File: config.mk
export PLATFORM = sky130hd
export DESIGN_NAME = tank_game_top
export DESIGN_NICKNAME = d
export VERILOG_FILES = /design/src/tank_game_pkg.sv /design/src/monster_field.sv /design/src/pixel_renderer.sv /design/src/tank_control.sv /design/src/tank_game_top.sv /design/src/tank_shells.sv
export SDC_FILE = /design/constraint.sdc
export NUM_CORES = 1
export LEC_CHECK = 0
export BUFFER_PORTS_ARGS = -buffer_cell sky130_fd_sc_hd__buf_2
export CAP_MARGIN = 20
export CORE_ASPECT_RATIO = 0.5
export CORE_MARGIN = 1.5
export CORE_UTILIZATION = 61
export CTS_CLUSTER_SIZE = 16
export DETAILED_ROUTE_END_ITERATION = 16
export HOLD_SLACK_MARGIN = 0.15
export PLACE_DENSITY = 0.78
export SKIP_LAST_GASP = 1
export SLEW_MARGIN = 15
export SYNTH_ARGS = -nofsm -noshare
export SYNTH_HDL_FRONTEND = slang
export SYNTH_SLANG_ARGS = --single-unit
File: constraint.sdc
create_clock -name clk -period 4.8 [get_ports clk]
set_input_delay 0.72 -clock clk [delete_from_list [all_inputs] [get_ports clk]]
set_output_delay 0.72 -clock clk [all_outputs]
set_load 0.1 [all_outputs]
File: src/tank_game_pkg.sv
`default_nettype none

package tank_game_pkg;

	// one screen coordinate, wide enough for the 800x525 beam counts
	typedef logic [9:0] coord_t;

	// 4:4:4 colour, red in the top nibble
	typedef logic [11:0] rgb_t;

	// palette
	localparam rgb_t COLOR_BLACK = 12'h000;
	localparam rgb_t COLOR_GREEN = 12'h0f0;
	localparam rgb_t COLOR_BLUE = 12'h00f;
	localparam rgb_t COLOR_RED = 12'hf00;

	// tank placement and lane limits
	localparam coord_t TANK_Y = 10'd450;
	localparam coord_t TANK_X_RESET = 10'd450;
	localparam coord_t LANE_LEFT = 10'd150;
	localparam coord_t LANE_RIGHT = 10'd800;

	// shells retire on this line or the one below it
	localparam coord_t SHELL_TOP_Y = 10'd32;

	// monster row, and the parking column for a destroyed monster
	localparam coord_t MONSTER_Y = 10'd100;
	localparam coord_t MONSTER_GONE_X = 10'd1000;

	// sprite extents around the centre point
	localparam coord_t TANK_BODY_HALF_W = 10'd10;
	localparam coord_t TANK_BODY_H = 10'd10;
	localparam coord_t TANK_HEAD_HALF_W = 10'd2;
	localparam coord_t TANK_HEAD_H = 10'd5;
	localparam coord_t MONSTER_HALF_W = 10'd10;
	localparam coord_t MONSTER_HALF_H = 10'd5;
	localparam coord_t SHELL_HALF = 10'd1;

	// what the tank does in one cycle, fire first, then right, then left
	typedef enum logic [1:0] {
		ACT_HOLD,
		ACT_LEFT,
		ACT_RIGHT,
		ACT_FIRE
	} tank_action_e;

endpackage

`default_nettype wire

File: src/monster_field.sv
`timescale 1ns/10ps
`default_nettype none

module monster_field #(
	parameter int NUM_MONSTERS = 5,
	parameter tank_game_pkg::coord_t MONSTER_X0 = 10'd250,
	parameter tank_game_pkg::coord_t MONSTER_PITCH = 10'd100
) (
	input  logic                    clk,
	input  logic                    rst,
	input  logic [NUM_MONSTERS-1:0] hit,
	output tank_game_pkg::coord_t   monster_x [NUM_MONSTERS],
	output logic [NUM_MONSTERS-1:0] monster_alive
);

	// monsters do not move, all of them share the row line MONSTER_Y
	// so only the column and the alive flag are stored
	always_ff @(posedge clk or posedge rst) begin
		if (rst) begin
			// evenly spaced row, everyone alive
			for (int k = 0; k < NUM_MONSTERS; k++) begin
				monster_x[k] <= tank_game_pkg::coord_t'(MONSTER_X0 + k * MONSTER_PITCH);
				monster_alive[k] <= 1'b1;
			end
		end else begin
			for (int k = 0; k < NUM_MONSTERS; k++) begin
				if (hit[k]) begin
					// destroyed
					// park it past the right edge where no shell can reach it
					monster_x[k] <= tank_game_pkg::MONSTER_GONE_X;
					monster_alive[k] <= 1'b0;
				end
			end
		end
	end

endmodule

`default_nettype wire

File: src/pixel_renderer.sv
`timescale 1ns/10ps
`default_nettype none

module pixel_renderer #(
	parameter int NUM_SHELLS = 3,
	parameter int NUM_MONSTERS = 5
) (
	input  logic                  bright,
	input  tank_game_pkg::coord_t h_count,
	input  tank_game_pkg::coord_t v_count,
	input  tank_game_pkg::coord_t tank_x,
	input  tank_game_pkg::coord_t shell_x [NUM_SHELLS],
	input  tank_game_pkg::coord_t shell_y [NUM_SHELLS],
	input  logic [NUM_SHELLS-1:0] shell_alive,
	input  tank_game_pkg::coord_t monster_x [NUM_MONSTERS],
	output tank_game_pkg::rgb_t   rgb
);

	// sprite masks for the current beam position
	logic tank_head;
	logic tank_body;
	logic [NUM_SHELLS-1:0] shell_on;
	logic [NUM_MONSTERS-1:0] monster_on;

	// inclusive range test, kept in 10-bit arithmetic
	function automatic logic in_span(
		input tank_game_pkg::coord_t p,
		input tank_game_pkg::coord_t lo,
		input tank_game_pkg::coord_t hi
	);
		return (p >= lo) && (p <= hi);
	endfunction

	// head sits on the lines just above the body
	assign tank_head = in_span(v_count, tank_game_pkg::TANK_Y - tank_game_pkg::TANK_HEAD_H,
			tank_game_pkg::TANK_Y - 10'd1) &&
		in_span(h_count, tank_x - tank_game_pkg::TANK_HEAD_HALF_W,
			tank_x + tank_game_pkg::TANK_HEAD_HALF_W);

	// body hangs from the centre line downwards
	assign tank_body = in_span(v_count, tank_game_pkg::TANK_Y,
			tank_game_pkg::TANK_Y + tank_game_pkg::TANK_BODY_H) &&
		in_span(h_count, tank_x - tank_game_pkg::TANK_BODY_HALF_W,
			tank_x + tank_game_pkg::TANK_BODY_HALF_W);

	// 3x3 shell dot, dead slots are not drawn
	for (genvar i = 0; i < NUM_SHELLS; i++) begin : g_shell
		assign shell_on[i] = shell_alive[i] &&
			in_span(v_count, shell_y[i] - tank_game_pkg::SHELL_HALF,
				shell_y[i] + tank_game_pkg::SHELL_HALF) &&
			in_span(h_count, shell_x[i] - tank_game_pkg::SHELL_HALF,
				shell_x[i] + tank_game_pkg::SHELL_HALF);
	end

	// monsters are hidden by their parked column once destroyed
	for (genvar k = 0; k < NUM_MONSTERS; k++) begin : g_monster
		assign monster_on[k] =
			in_span(v_count, tank_game_pkg::MONSTER_Y - tank_game_pkg::MONSTER_HALF_H,
				tank_game_pkg::MONSTER_Y + tank_game_pkg::MONSTER_HALF_H) &&
			in_span(h_count, monster_x[k] - tank_game_pkg::MONSTER_HALF_W,
				monster_x[k] + tank_game_pkg::MONSTER_HALF_W);
	end

	// colour priority, shells over tank over monsters
	always_comb begin
		if (!bright) begin
			// blanking interval
			rgb = tank_game_pkg::COLOR_BLACK;
		end else if (|shell_on) begin
			rgb = tank_game_pkg::COLOR_BLUE;
		end else if (tank_head || tank_body) begin
			rgb = tank_game_pkg::COLOR_GREEN;
		end else if (|monster_on) begin
			rgb = tank_game_pkg::COLOR_RED;
		end else begin
			rgb = tank_game_pkg::COLOR_BLACK;
		end
	end

endmodule

`default_nettype wire

File: src/tank_control.sv
`timescale 1ns/10ps
`default_nettype none

module tank_control #(
	parameter tank_game_pkg::coord_t TANK_STEP = 10'd2
) (
	input  logic                  clk,
	input  logic                  rst,
	input  logic                  left,
	input  logic                  right,
	input  logic                  fire,
	output tank_game_pkg::coord_t tank_x,
	output logic                  fire_pulse
);

	// fire as sampled at the previous edge
	logic fire_q;

	// action chosen for the current cycle
	tank_game_pkg::tank_action_e action;

	// one-pulse edge detector on the already clean fire input
	// fire_pulse is high for the single cycle after fire is first seen high
	always_ff @(posedge clk or posedge rst) begin
		if (rst) begin
			fire_q <= 1'b0;
			fire_pulse <= 1'b0;
		end else begin
			fire_q <= fire;
			fire_pulse <= fire & ~fire_q;
		end
	end

	// priority pick
	// the tank stands still during the pulse cycle so the shell leaves
	// from a well defined column
	always_comb begin
		if (fire_pulse) begin
			action = tank_game_pkg::ACT_FIRE;
		end else if (right) begin
			action = tank_game_pkg::ACT_RIGHT;
		end else if (left) begin
			action = tank_game_pkg::ACT_LEFT;
		end else begin
			action = tank_game_pkg::ACT_HOLD;
		end
	end

	// tank column with lane wrap
	// the wrap only fires when the column sits exactly on a limit, as in
	// the original game, so the step must divide the lane width
	always_ff @(posedge clk or posedge rst) begin
		if (rst) begin
			tank_x <= tank_game_pkg::TANK_X_RESET;
		end else begin
			case (action)
				tank_game_pkg::ACT_RIGHT: begin
					if (tank_x == tank_game_pkg::LANE_RIGHT) begin
						// right edge jumps to the left edge
						tank_x <= tank_game_pkg::LANE_LEFT;
					end else begin
						tank_x <= tank_x + TANK_STEP;
					end
				end
				tank_game_pkg::ACT_LEFT: begin
					if (tank_x == tank_game_pkg::LANE_LEFT) begin
						// left edge jumps to the right edge
						tank_x <= tank_game_pkg::LANE_RIGHT;
					end else begin
						tank_x <= tank_x - TANK_STEP;
					end
				end
				default: begin
					// hold and fire leave the column alone
					tank_x <= tank_x;
				end
			endcase
		end
	end

endmodule

`default_nettype wire

File: src/tank_game_top.sv
`timescale 1ns/10ps
`default_nettype none

module tank_game_top #(
	parameter int NUM_SHELLS = 3,
	parameter int NUM_MONSTERS = 5,
	parameter tank_game_pkg::coord_t MONSTER_X0 = 10'd250,
	parameter tank_game_pkg::coord_t MONSTER_PITCH = 10'd100,
	parameter tank_game_pkg::coord_t TANK_STEP = 10'd2
) (
	input  logic                    clk,
	input  logic                    rst,
	input  logic                    left,
	input  logic                    right,
	input  logic                    fire,
	input  logic                    bright,
	input  tank_game_pkg::coord_t   h_count,
	input  tank_game_pkg::coord_t   v_count,
	output tank_game_pkg::rgb_t     rgb,
	output logic [NUM_MONSTERS-1:0] monster_alive
);

	// tank to shells
	tank_game_pkg::coord_t tank_x;
	logic fire_pulse;

	// shell slots, read by the renderer
	tank_game_pkg::coord_t shell_x [NUM_SHELLS];
	tank_game_pkg::coord_t shell_y [NUM_SHELLS];
	logic [NUM_SHELLS-1:0] shell_alive;

	// monster row and the hit feedback into it
	tank_game_pkg::coord_t monster_x [NUM_MONSTERS];
	logic [NUM_MONSTERS-1:0] hit;

	tank_control #(
		.TANK_STEP(TANK_STEP)
	) u_tank_control (
		.clk(clk),
		.rst(rst),
		.left(left),
		.right(right),
		.fire(fire),
		.tank_x(tank_x),
		.fire_pulse(fire_pulse)
	);

	tank_shells #(
		.NUM_SHELLS(NUM_SHELLS),
		.NUM_MONSTERS(NUM_MONSTERS)
	) u_tank_shells (
		.clk(clk),
		.rst(rst),
		.fire_pulse(fire_pulse),
		.tank_x(tank_x),
		.monster_x(monster_x),
		.shell_x(shell_x),
		.shell_y(shell_y),
		.shell_alive(shell_alive),
		.hit(hit)
	);

	monster_field #(
		.NUM_MONSTERS(NUM_MONSTERS),
		.MONSTER_X0(MONSTER_X0),
		.MONSTER_PITCH(MONSTER_PITCH)
	) u_monster_field (
		.clk(clk),
		.rst(rst),
		.hit(hit),
		.monster_x(monster_x),
		.monster_alive(monster_alive)
	);

	// zero latency, the beam counters feed straight through to rgb
	pixel_renderer #(
		.NUM_SHELLS(NUM_SHELLS),
		.NUM_MONSTERS(NUM_MONSTERS)
	) u_pixel_renderer (
		.bright(bright),
		.h_count(h_count),
		.v_count(v_count),
		.tank_x(tank_x),
		.shell_x(shell_x),
		.shell_y(shell_y),
		.shell_alive(shell_alive),
		.monster_x(monster_x),
		.rgb(rgb)
	);

endmodule

`default_nettype wire

File: src/tank_shells.sv
`timescale 1ns/10ps
`default_nettype none

module tank_shells #(
	parameter int NUM_SHELLS = 3,
	parameter int NUM_MONSTERS = 5
) (
	input  logic                    clk,
	input  logic                    rst,
	input  logic                    fire_pulse,
	input  tank_game_pkg::coord_t   tank_x,
	input  tank_game_pkg::coord_t   monster_x [NUM_MONSTERS],
	output tank_game_pkg::coord_t   shell_x [NUM_SHELLS],
	output tank_game_pkg::coord_t   shell_y [NUM_SHELLS],
	output logic [NUM_SHELLS-1:0]   shell_alive,
	output logic [NUM_MONSTERS-1:0] hit
);

	// one-hot slot chosen for a launch this cycle
	logic [NUM_SHELLS-1:0] launch;
	// slot collided with some monster this cycle
	logic [NUM_SHELLS-1:0] shell_hit;
	// slot sits on the retire lines
	logic [NUM_SHELLS-1:0] at_top;

	// lowest numbered dead slot takes the shot
	// with every slot busy the pulse is dropped
	always_comb begin
		logic taken;
		taken = 1'b0;
		launch = '0;
		for (int i = 0; i < NUM_SHELLS; i++) begin
			if (fire_pulse && !shell_alive[i] && !taken) begin
				launch[i] = 1'b1;
				taken = 1'b1;
			end
		end
	end

	// retire window is two lines tall
	always_comb begin
		for (int i = 0; i < NUM_SHELLS; i++) begin
			at_top[i] = (shell_y[i] == tank_game_pkg::SHELL_TOP_Y) ||
				(shell_y[i] == tank_game_pkg::SHELL_TOP_Y + 10'd1);
		end
	end

	// every live shell against every monster column, on the monster row only
	// destroyed monsters are parked off the lane so they never match again
	always_comb begin
		tank_game_pkg::coord_t lo;
		tank_game_pkg::coord_t hi;
		hit = '0;
		shell_hit = '0;
		for (int i = 0; i < NUM_SHELLS; i++) begin
			for (int k = 0; k < NUM_MONSTERS; k++) begin
				lo = monster_x[k] - tank_game_pkg::MONSTER_HALF_W;
				hi = monster_x[k] + tank_game_pkg::MONSTER_HALF_W;
				if (shell_alive[i] && (shell_y[i] == tank_game_pkg::MONSTER_Y) &&
					(shell_x[i] >= lo) && (shell_x[i] <= hi)) begin
					hit[k] = 1'b1;
					shell_hit[i] = 1'b1;
				end
			end
		end
	end

	// slot state
	// a dead slot keeps the column of its last launch and rests on the tank line
	always_ff @(posedge clk or posedge rst) begin
		if (rst) begin
			for (int i = 0; i < NUM_SHELLS; i++) begin
				shell_alive[i] <= 1'b0;
				shell_x[i] <= tank_game_pkg::TANK_X_RESET;
				shell_y[i] <= tank_game_pkg::TANK_Y;
			end
		end else begin
			for (int i = 0; i < NUM_SHELLS; i++) begin
				if (shell_alive[i]) begin
					if (at_top[i] || shell_hit[i]) begin
						// back to the pool
						shell_alive[i] <= 1'b0;
						shell_y[i] <= tank_game_pkg::TANK_Y;
					end else begin
						// rise one line per clock
						shell_y[i] <= shell_y[i] - 10'd1;
					end
				end else begin
					shell_y[i] <= tank_game_pkg::TANK_Y;
					if (launch[i]) begin
						shell_alive[i] <= 1'b1;
						shell_x[i] <= tank_x;
					end
				end
			end
		end
	end

endmodule

`default_nettype wire

After elaboration in Yosys (flattened, before gate mapping)
Index checks and enable logic that the tools add are counted.

Bits in registers: 94. Output and inout bits: 17. Input bits: 26.

Add/subtract/negate cells: 26. Bitwise gates (word level): 5. Reductions and logical operators: 85. Magnitude comparators: 62. Muxes and demuxes: 58. Equality and inequality tests: 13.

Operators with widths (number): $ge A10 B10 Y1 (28); $le A10 B10 Y1 (28); $mux W10 (8); $logic_and A1 B1 Y1 (67); $add A10 B1 Y10 const B (6); $eq A10 B6 Y1 const B (6); $sub A10 B1 Y10 const B (6); $add A10 B4 Y10 const B (5); $sub A10 B4 Y10 const B (5); $mux W12 (4); $mux W1 (43); $eq A10 B7 Y1 const B (3); $ge A10 B9 Y1 const B (2); $le A10 B9 Y1 const B (2); $pmux W10 S2 (1); $add A10 B2 Y10 const B (1); $add A9 B5 Y10 const B (1); $eq A10 B10 Y1 const B (1); $eq A10 B8 Y1 const B (1); $ge A10 B7 Y1 const B (1); $le A10 B7 Y1 const B (1); $sub A10 B2 Y10 const B (1); $sub A9 B5 Y10 const B (1); $logic_or A1 B1 Y1 (7); 10 further kinds (20).

Depth between registers and ports, before layout
Depth in word-level cells: 12. Mapped depth: 16. Gate-level depth less buffers: 14.

Hierarchy
Synthesis repeated with hierarchy kept, for this count alone.

Cells, all modules: 2533. Area, all modules: 20658.6 µm².

Modules (own cells, without submodules): tank_shells (cells each 1174, seq. area each 1606.5 µm², area each 10214.8 µm², times used 1); pixel_renderer (cells each 1178, seq. area each 0.0 µm², area each 8800.9 µm², times used 1); tank_control (cells each 113, seq. area each 280.3 µm², area each 967.2 µm², times used 1); monster_field (cells each 68, seq. area each 256.5 µm², area each 675.6 µm², times used 1).

Worst setup path before layout
No wires, ideal clock.

Path type: reg-to-output. Start point: register u_tank_shells.shell_y[2] in the netlist's numbering. End point: output port rgb[1]. Setup slack: -0.594 ns. Arrival: 4.674 ns. Cell stages (with the launch flop): 17. Cells stage by stage: dfrtp_1 > clkbuf_1 > nand3_1 > nor2_1 > nand2_1 > nor3_1 > nand3_1 > xor2_1 > ha_1 > o21ai_0 > nor2_1 > or3_1 > o31a_1 > nor4b_1 > nor3_1 > nor2_1 > buf_4.

Longest elaborated chain between the ends: 8.

Ends and longest elaborated chain: from (decl) (RTL line tank_shells.sv:14) `output tank_game_pkg::coord_t shell_y [NUM_SHELLS],`; from (signal, indexed assignment) (RTL line tank_shells.sv:75) `shell_y[i] <= tank_game_pkg::TANK_Y;`; from (signal, indexed assignment) (RTL line tank_shells.sv:83) `shell_y[i] <= tank_game_pkg::TANK_Y;`; from (signal, indexed assignment) (RTL line tank_shells.sv:86) `shell_y[i] <= shell_y[i] - 10'd1;`; $sub A10 B1 Y10 / $add A10 B1 Y10 (equally long branches) (RTL line pixel_renderer.sv:49, pixel_renderer.sv:50); $ge A10 B10 Y1 / $le A10 B10 Y1 (equally long branches) (RTL line pixel_renderer.sv:31) `return (p >= lo) && (p <= hi);`; $logic_and A1 B1 Y1 (*) (RTL line pixel_renderer.sv:31); $logic_and A1 B1 Y1 (*) (RTL line pixel_renderer.sv:48) `assign shell_on[i] = shell_alive[i] &&`; $logic_and A1 B1 Y1 (*) (RTL line pixel_renderer.sv:50) `shell_y[i] + tank_game_pkg::SHELL_HALF) &&`; $reduce_or A3 Y1 (*) (RTL line pixel_renderer.sv:69) `end else if (|shell_on) begin`; $mux W12 (*) (RTL line pixel_renderer.sv:69); $mux W12 (*) (RTL line pixel_renderer.sv:66) `if (!bright) begin`; to (decl) (RTL line tank_game_top.sv:19) `output tank_game_pkg::rgb_t rgb,`.

Every way passes the cells marked *; elsewhere a longest branch is shown, timed or not.

Final worst setup path
Start point: register u_tank_shells.shell_y[22] in the netlist's numbering. End point: output port rgb[7].

Same word-level chain as after synthesis.

==> run_results.csv <==
group,metric,value,unit
worst_setup_path,worstSetupEndpointType,"output pin",
yosys,synth-edff-count,0,
worst_setup_path,crit_required,4.08,ns
hold_path,min-delay-start,"u_tank_control.fire_q",
layout,synthToLayoutAreaGrowth,7.95,%
clock_tree,numCtsBuffers,9,
layout,diodes,0,
clock_tree,clock_latency,0.36,ns
clock_tree,h-tree-depth,3,
yosys,yosys.area.top_type,"ha_1",
power,p_int,0.00363,W
yosys,async_flop_share,100,%
worst_setup_path,path_class,"reg -> out",
yosys,syn_nets,2056,
sta,holdWs,0.403,ns
sta,skew,0.0117,ns
sta,clock.fmax,214,MHz
worst_setup_path,crit_arrival,3.96,ns
yosys,synth_top_area_share,36.3,%
global_route,grtUsageTotal,37.5,%
power,pwr-share-clk,10.1,%
detailed_routing,drt_first_pass_iters,5,
layout,final_nets,2093,
place,hpwl,33.6,mm
yosys,yosysWarnings,0,
hold_path,hold_class,"reg -> reg",
yosys,synth_cell_type_count,79,
worst_setup_path,worstSetupStartpointType,"flip-flop",
yosys,synthTopCellsByArea,"ha_1, dfrtp_1, dfstp_2, a21oi_1, xnor2_1",
clock_tree,cts_tree,"yes",
die,pin_count,43,
global_route,grt-ovfl-total,0,
yosys,ys_seq_area_share,14.8,%
yosys,syn-instance-count,1625,
sta,period_minus_slack,4.68,ns
layout,n_fill_cell,1830,
global_route,grt_start_max_net_pins,49,
clock_tree,clock_path_buffers,2,
detailed_routing,drt-initial-drc-count,1146,
detailed_routing,routed_wl,43.8,mm
worst_setup_path,path_max_fanout,9,
clock_tree,path_clk_slew,0.07,ns
clock_tree,cts_root_buffer,"clkbuf_16",
global_route,grt_pass1_wl,68.8,mm
power,swShare,52.1,%
global_route,grt_pass1_vias,12902,
die,rows,38,
power,leakagePower,6.97,nW
detailed_routing,post_drt_wl_per_cell,22.3,um
layout,drive_above_1_share,11.0,%
sta,rsz0062_at_grt,"true",
sta,setup_viol,0,
place,dpl-instance-area,14700,um^2
yosys,synth.most_common_cell,"ha_1",
yosys,synth_common_cells,"ha_1, nor2_1, a21oi_1, inv_1, nand2_1",
power,switching_power,0.00394,W
worst_setup_path,cp-startpoint,"u_tank_shells.shell_y[22]",
yosys,synth_ff_type,"dfrtp_1",
power,power.density,502,nW/um^2
sta,worst_pin_slew,1.01,ns
yosys,syn_avg_cell_area,8.59,um^2
detailed_routing,drtAntennaViolNets,0,
die,core,22100,um^2
die,die_x,217,um
clock_tree,cts.hold.buffers_added,0,
yosys,ys_ff_latch,81,
clock_tree,clock_sinks,81,
power,total_power,0.00756,W
power,seq_power_share,20.3,%
layout,post-route-cell-area,15100,um^2
place,gp_congestion,0.982,
detailed_routing,drc_errors,0,
detailed_routing,vias,13206,
global_route,antenna_found_initial,1,
sta,timing_hold_violations_final,0,
worst_setup_path,rr_startpoint,"u_monster_field.monster_x[34]",
sta,drv_slew,0,
sta,post-route-period-util,97.5,%
yosys,syn_area,14000,um^2
detailed_routing,viasPerCell,6.71,
sta,slew_headroom,31.6,%
status,status,"complete, no violations",
power,combPwrFrac,69.7,%
place,port_buffers,42,
power,ir_worst_vdd,0.277,mV
die,die_h,110,um
die,dieArea,23900,um^2
job,drv_cap,0,
die,start_util,63.3,%
[logic make-up (layout without fill, tap and decap cells)]
kind of cell / count (synthesis) / in the layout / synth area share (%)
xor+xnor: 93 / 93 / 5.84
fa+ha+maj: 405 / 405 / 36.3
compound gates: 387 / 387 / 18.4
simple gates: 496 / 496 / 18.9
mux: 16 / 16 / 1.29
flops: 81 / 81 / 14.8
buf+inv: 147 / 189 / 4.43
[timing repair]
action,CTS,global route
gates resized for setup,4,19
gates cloned,0,0
buffers inserted,0,0
pin swaps,0,1
endpoints found under the setup margin,12,12
[layout make-up]
cell class	count	area (um^2)	share of cell area, %
Multi-Input combinational cell	1397	11300	75.1
Sequential cell	81	2070	13.8
Timing Repair Buffer	83	648	4.30
Tap cell	300	375	2.49
Inverter	90	339	2.25
Clock buffer	9	225	1.49
Clock inverter	7	82.6	0.548
[power by group through the flow]
stage | Sequential (W) | Clock (W) | Combinational [W]
after floorplan | 0.00126 | 0 | 0.00390
after global placement | 0.00149 | 0 | 0.00483
after detailed placement | 0.00150 | 0 | 0.00510
after CTS | 0.00149 | 0.000764 | 0.00516
after global routing | 0.00156 | 0.000789 | 0.00595
final | 0.00153 | 0.000762 | 0.00527
[worst max-delay path: stages (launching register included)]
cell and delay (ns):
dfrtp_1 0.48, or2_2 0.35, nor4_1 0.25, nand3_1 0.19
xor2_1 0.26, ha_1 0.31, nand3_1 0.17, nor3_1 0.08
o31a_1 0.12, o22ai_2 0.26, nor4b_2 0.09, nor4_1 0.28
buf_4 0.21, o21a_2 0.33, buf_12 0.22
[final timing paths]
path,end,depth (start not counted),slack (ns)
min in group asynchronous,u_tank_shells.shell_y[10],2,0.55
min,u_tank_control.fire_pulse,1,0.40
min reg2reg,u_tank_control.fire_pulse,1,0.40
max,rgb[7],14,0.12
max in group asynchronous,u_tank_shells.shell_x[26],3,3.19
max reg2reg,u_tank_shells.shell_y[19],11,0.80
[through the flow]
step	setup TNS [ns]	instances	setup WS (ns)	util (%)
after floorplan	0	1625	0.0298	-
after global placement	0	1951	0.401	66.6
after detailed placement	0	1951	0.308	66.6
after CTS	0	1967	0.00747	68.1
after global routing	-0.372	1967	-0.0488	68.3
final	0	1967	0.118	68.3
[sequential cells by signal, indices dropped and copies added (netlist names)]
| signal | count |
|---|---|
| u_tank_shells.shell_y | 30 |
| u_monster_field.monster_x | 10 |
| u_tank_control.tank_x | 9 |
| u_tank_shells.shell_alive | 3 |
| u_tank_shells.shell_x | 27 |
| u_tank_control.fire_pulse | 1 |
| u_tank_control.fire_q | 1 |
[placed cells by master, fill, tap and decap left out, drive strengths merged, types with 47 or more instances in the layout]
| master | instances |
|---|---|
| dfrtp | 48 |
| nand4 | 50 |
| ha | 405 |
| nand2 | 90 |
| xnor2 | 56 |
| o21ai | 89 |
| buf | 83 |
| nor2 | 107 |
| a21oi | 99 |
| inv | 93 |
| nand3 | 47 |
[routing by layer]
| metal | routed length (um) | vias up | track usage, % |
|---|---|---|---|
| met5 | 13 | - | 0 |
| met3 | 4420 | 146 | 9.16 |
| li1 | - | 6184 | - |
| met2 | 18600 | 604 | 60.3 |
| met4 | 1750 | 2 | 16.9 |
| met1 | 19000 | 6270 | 47.9 |
Note: power is estimated with default switching activity, not from simulation.
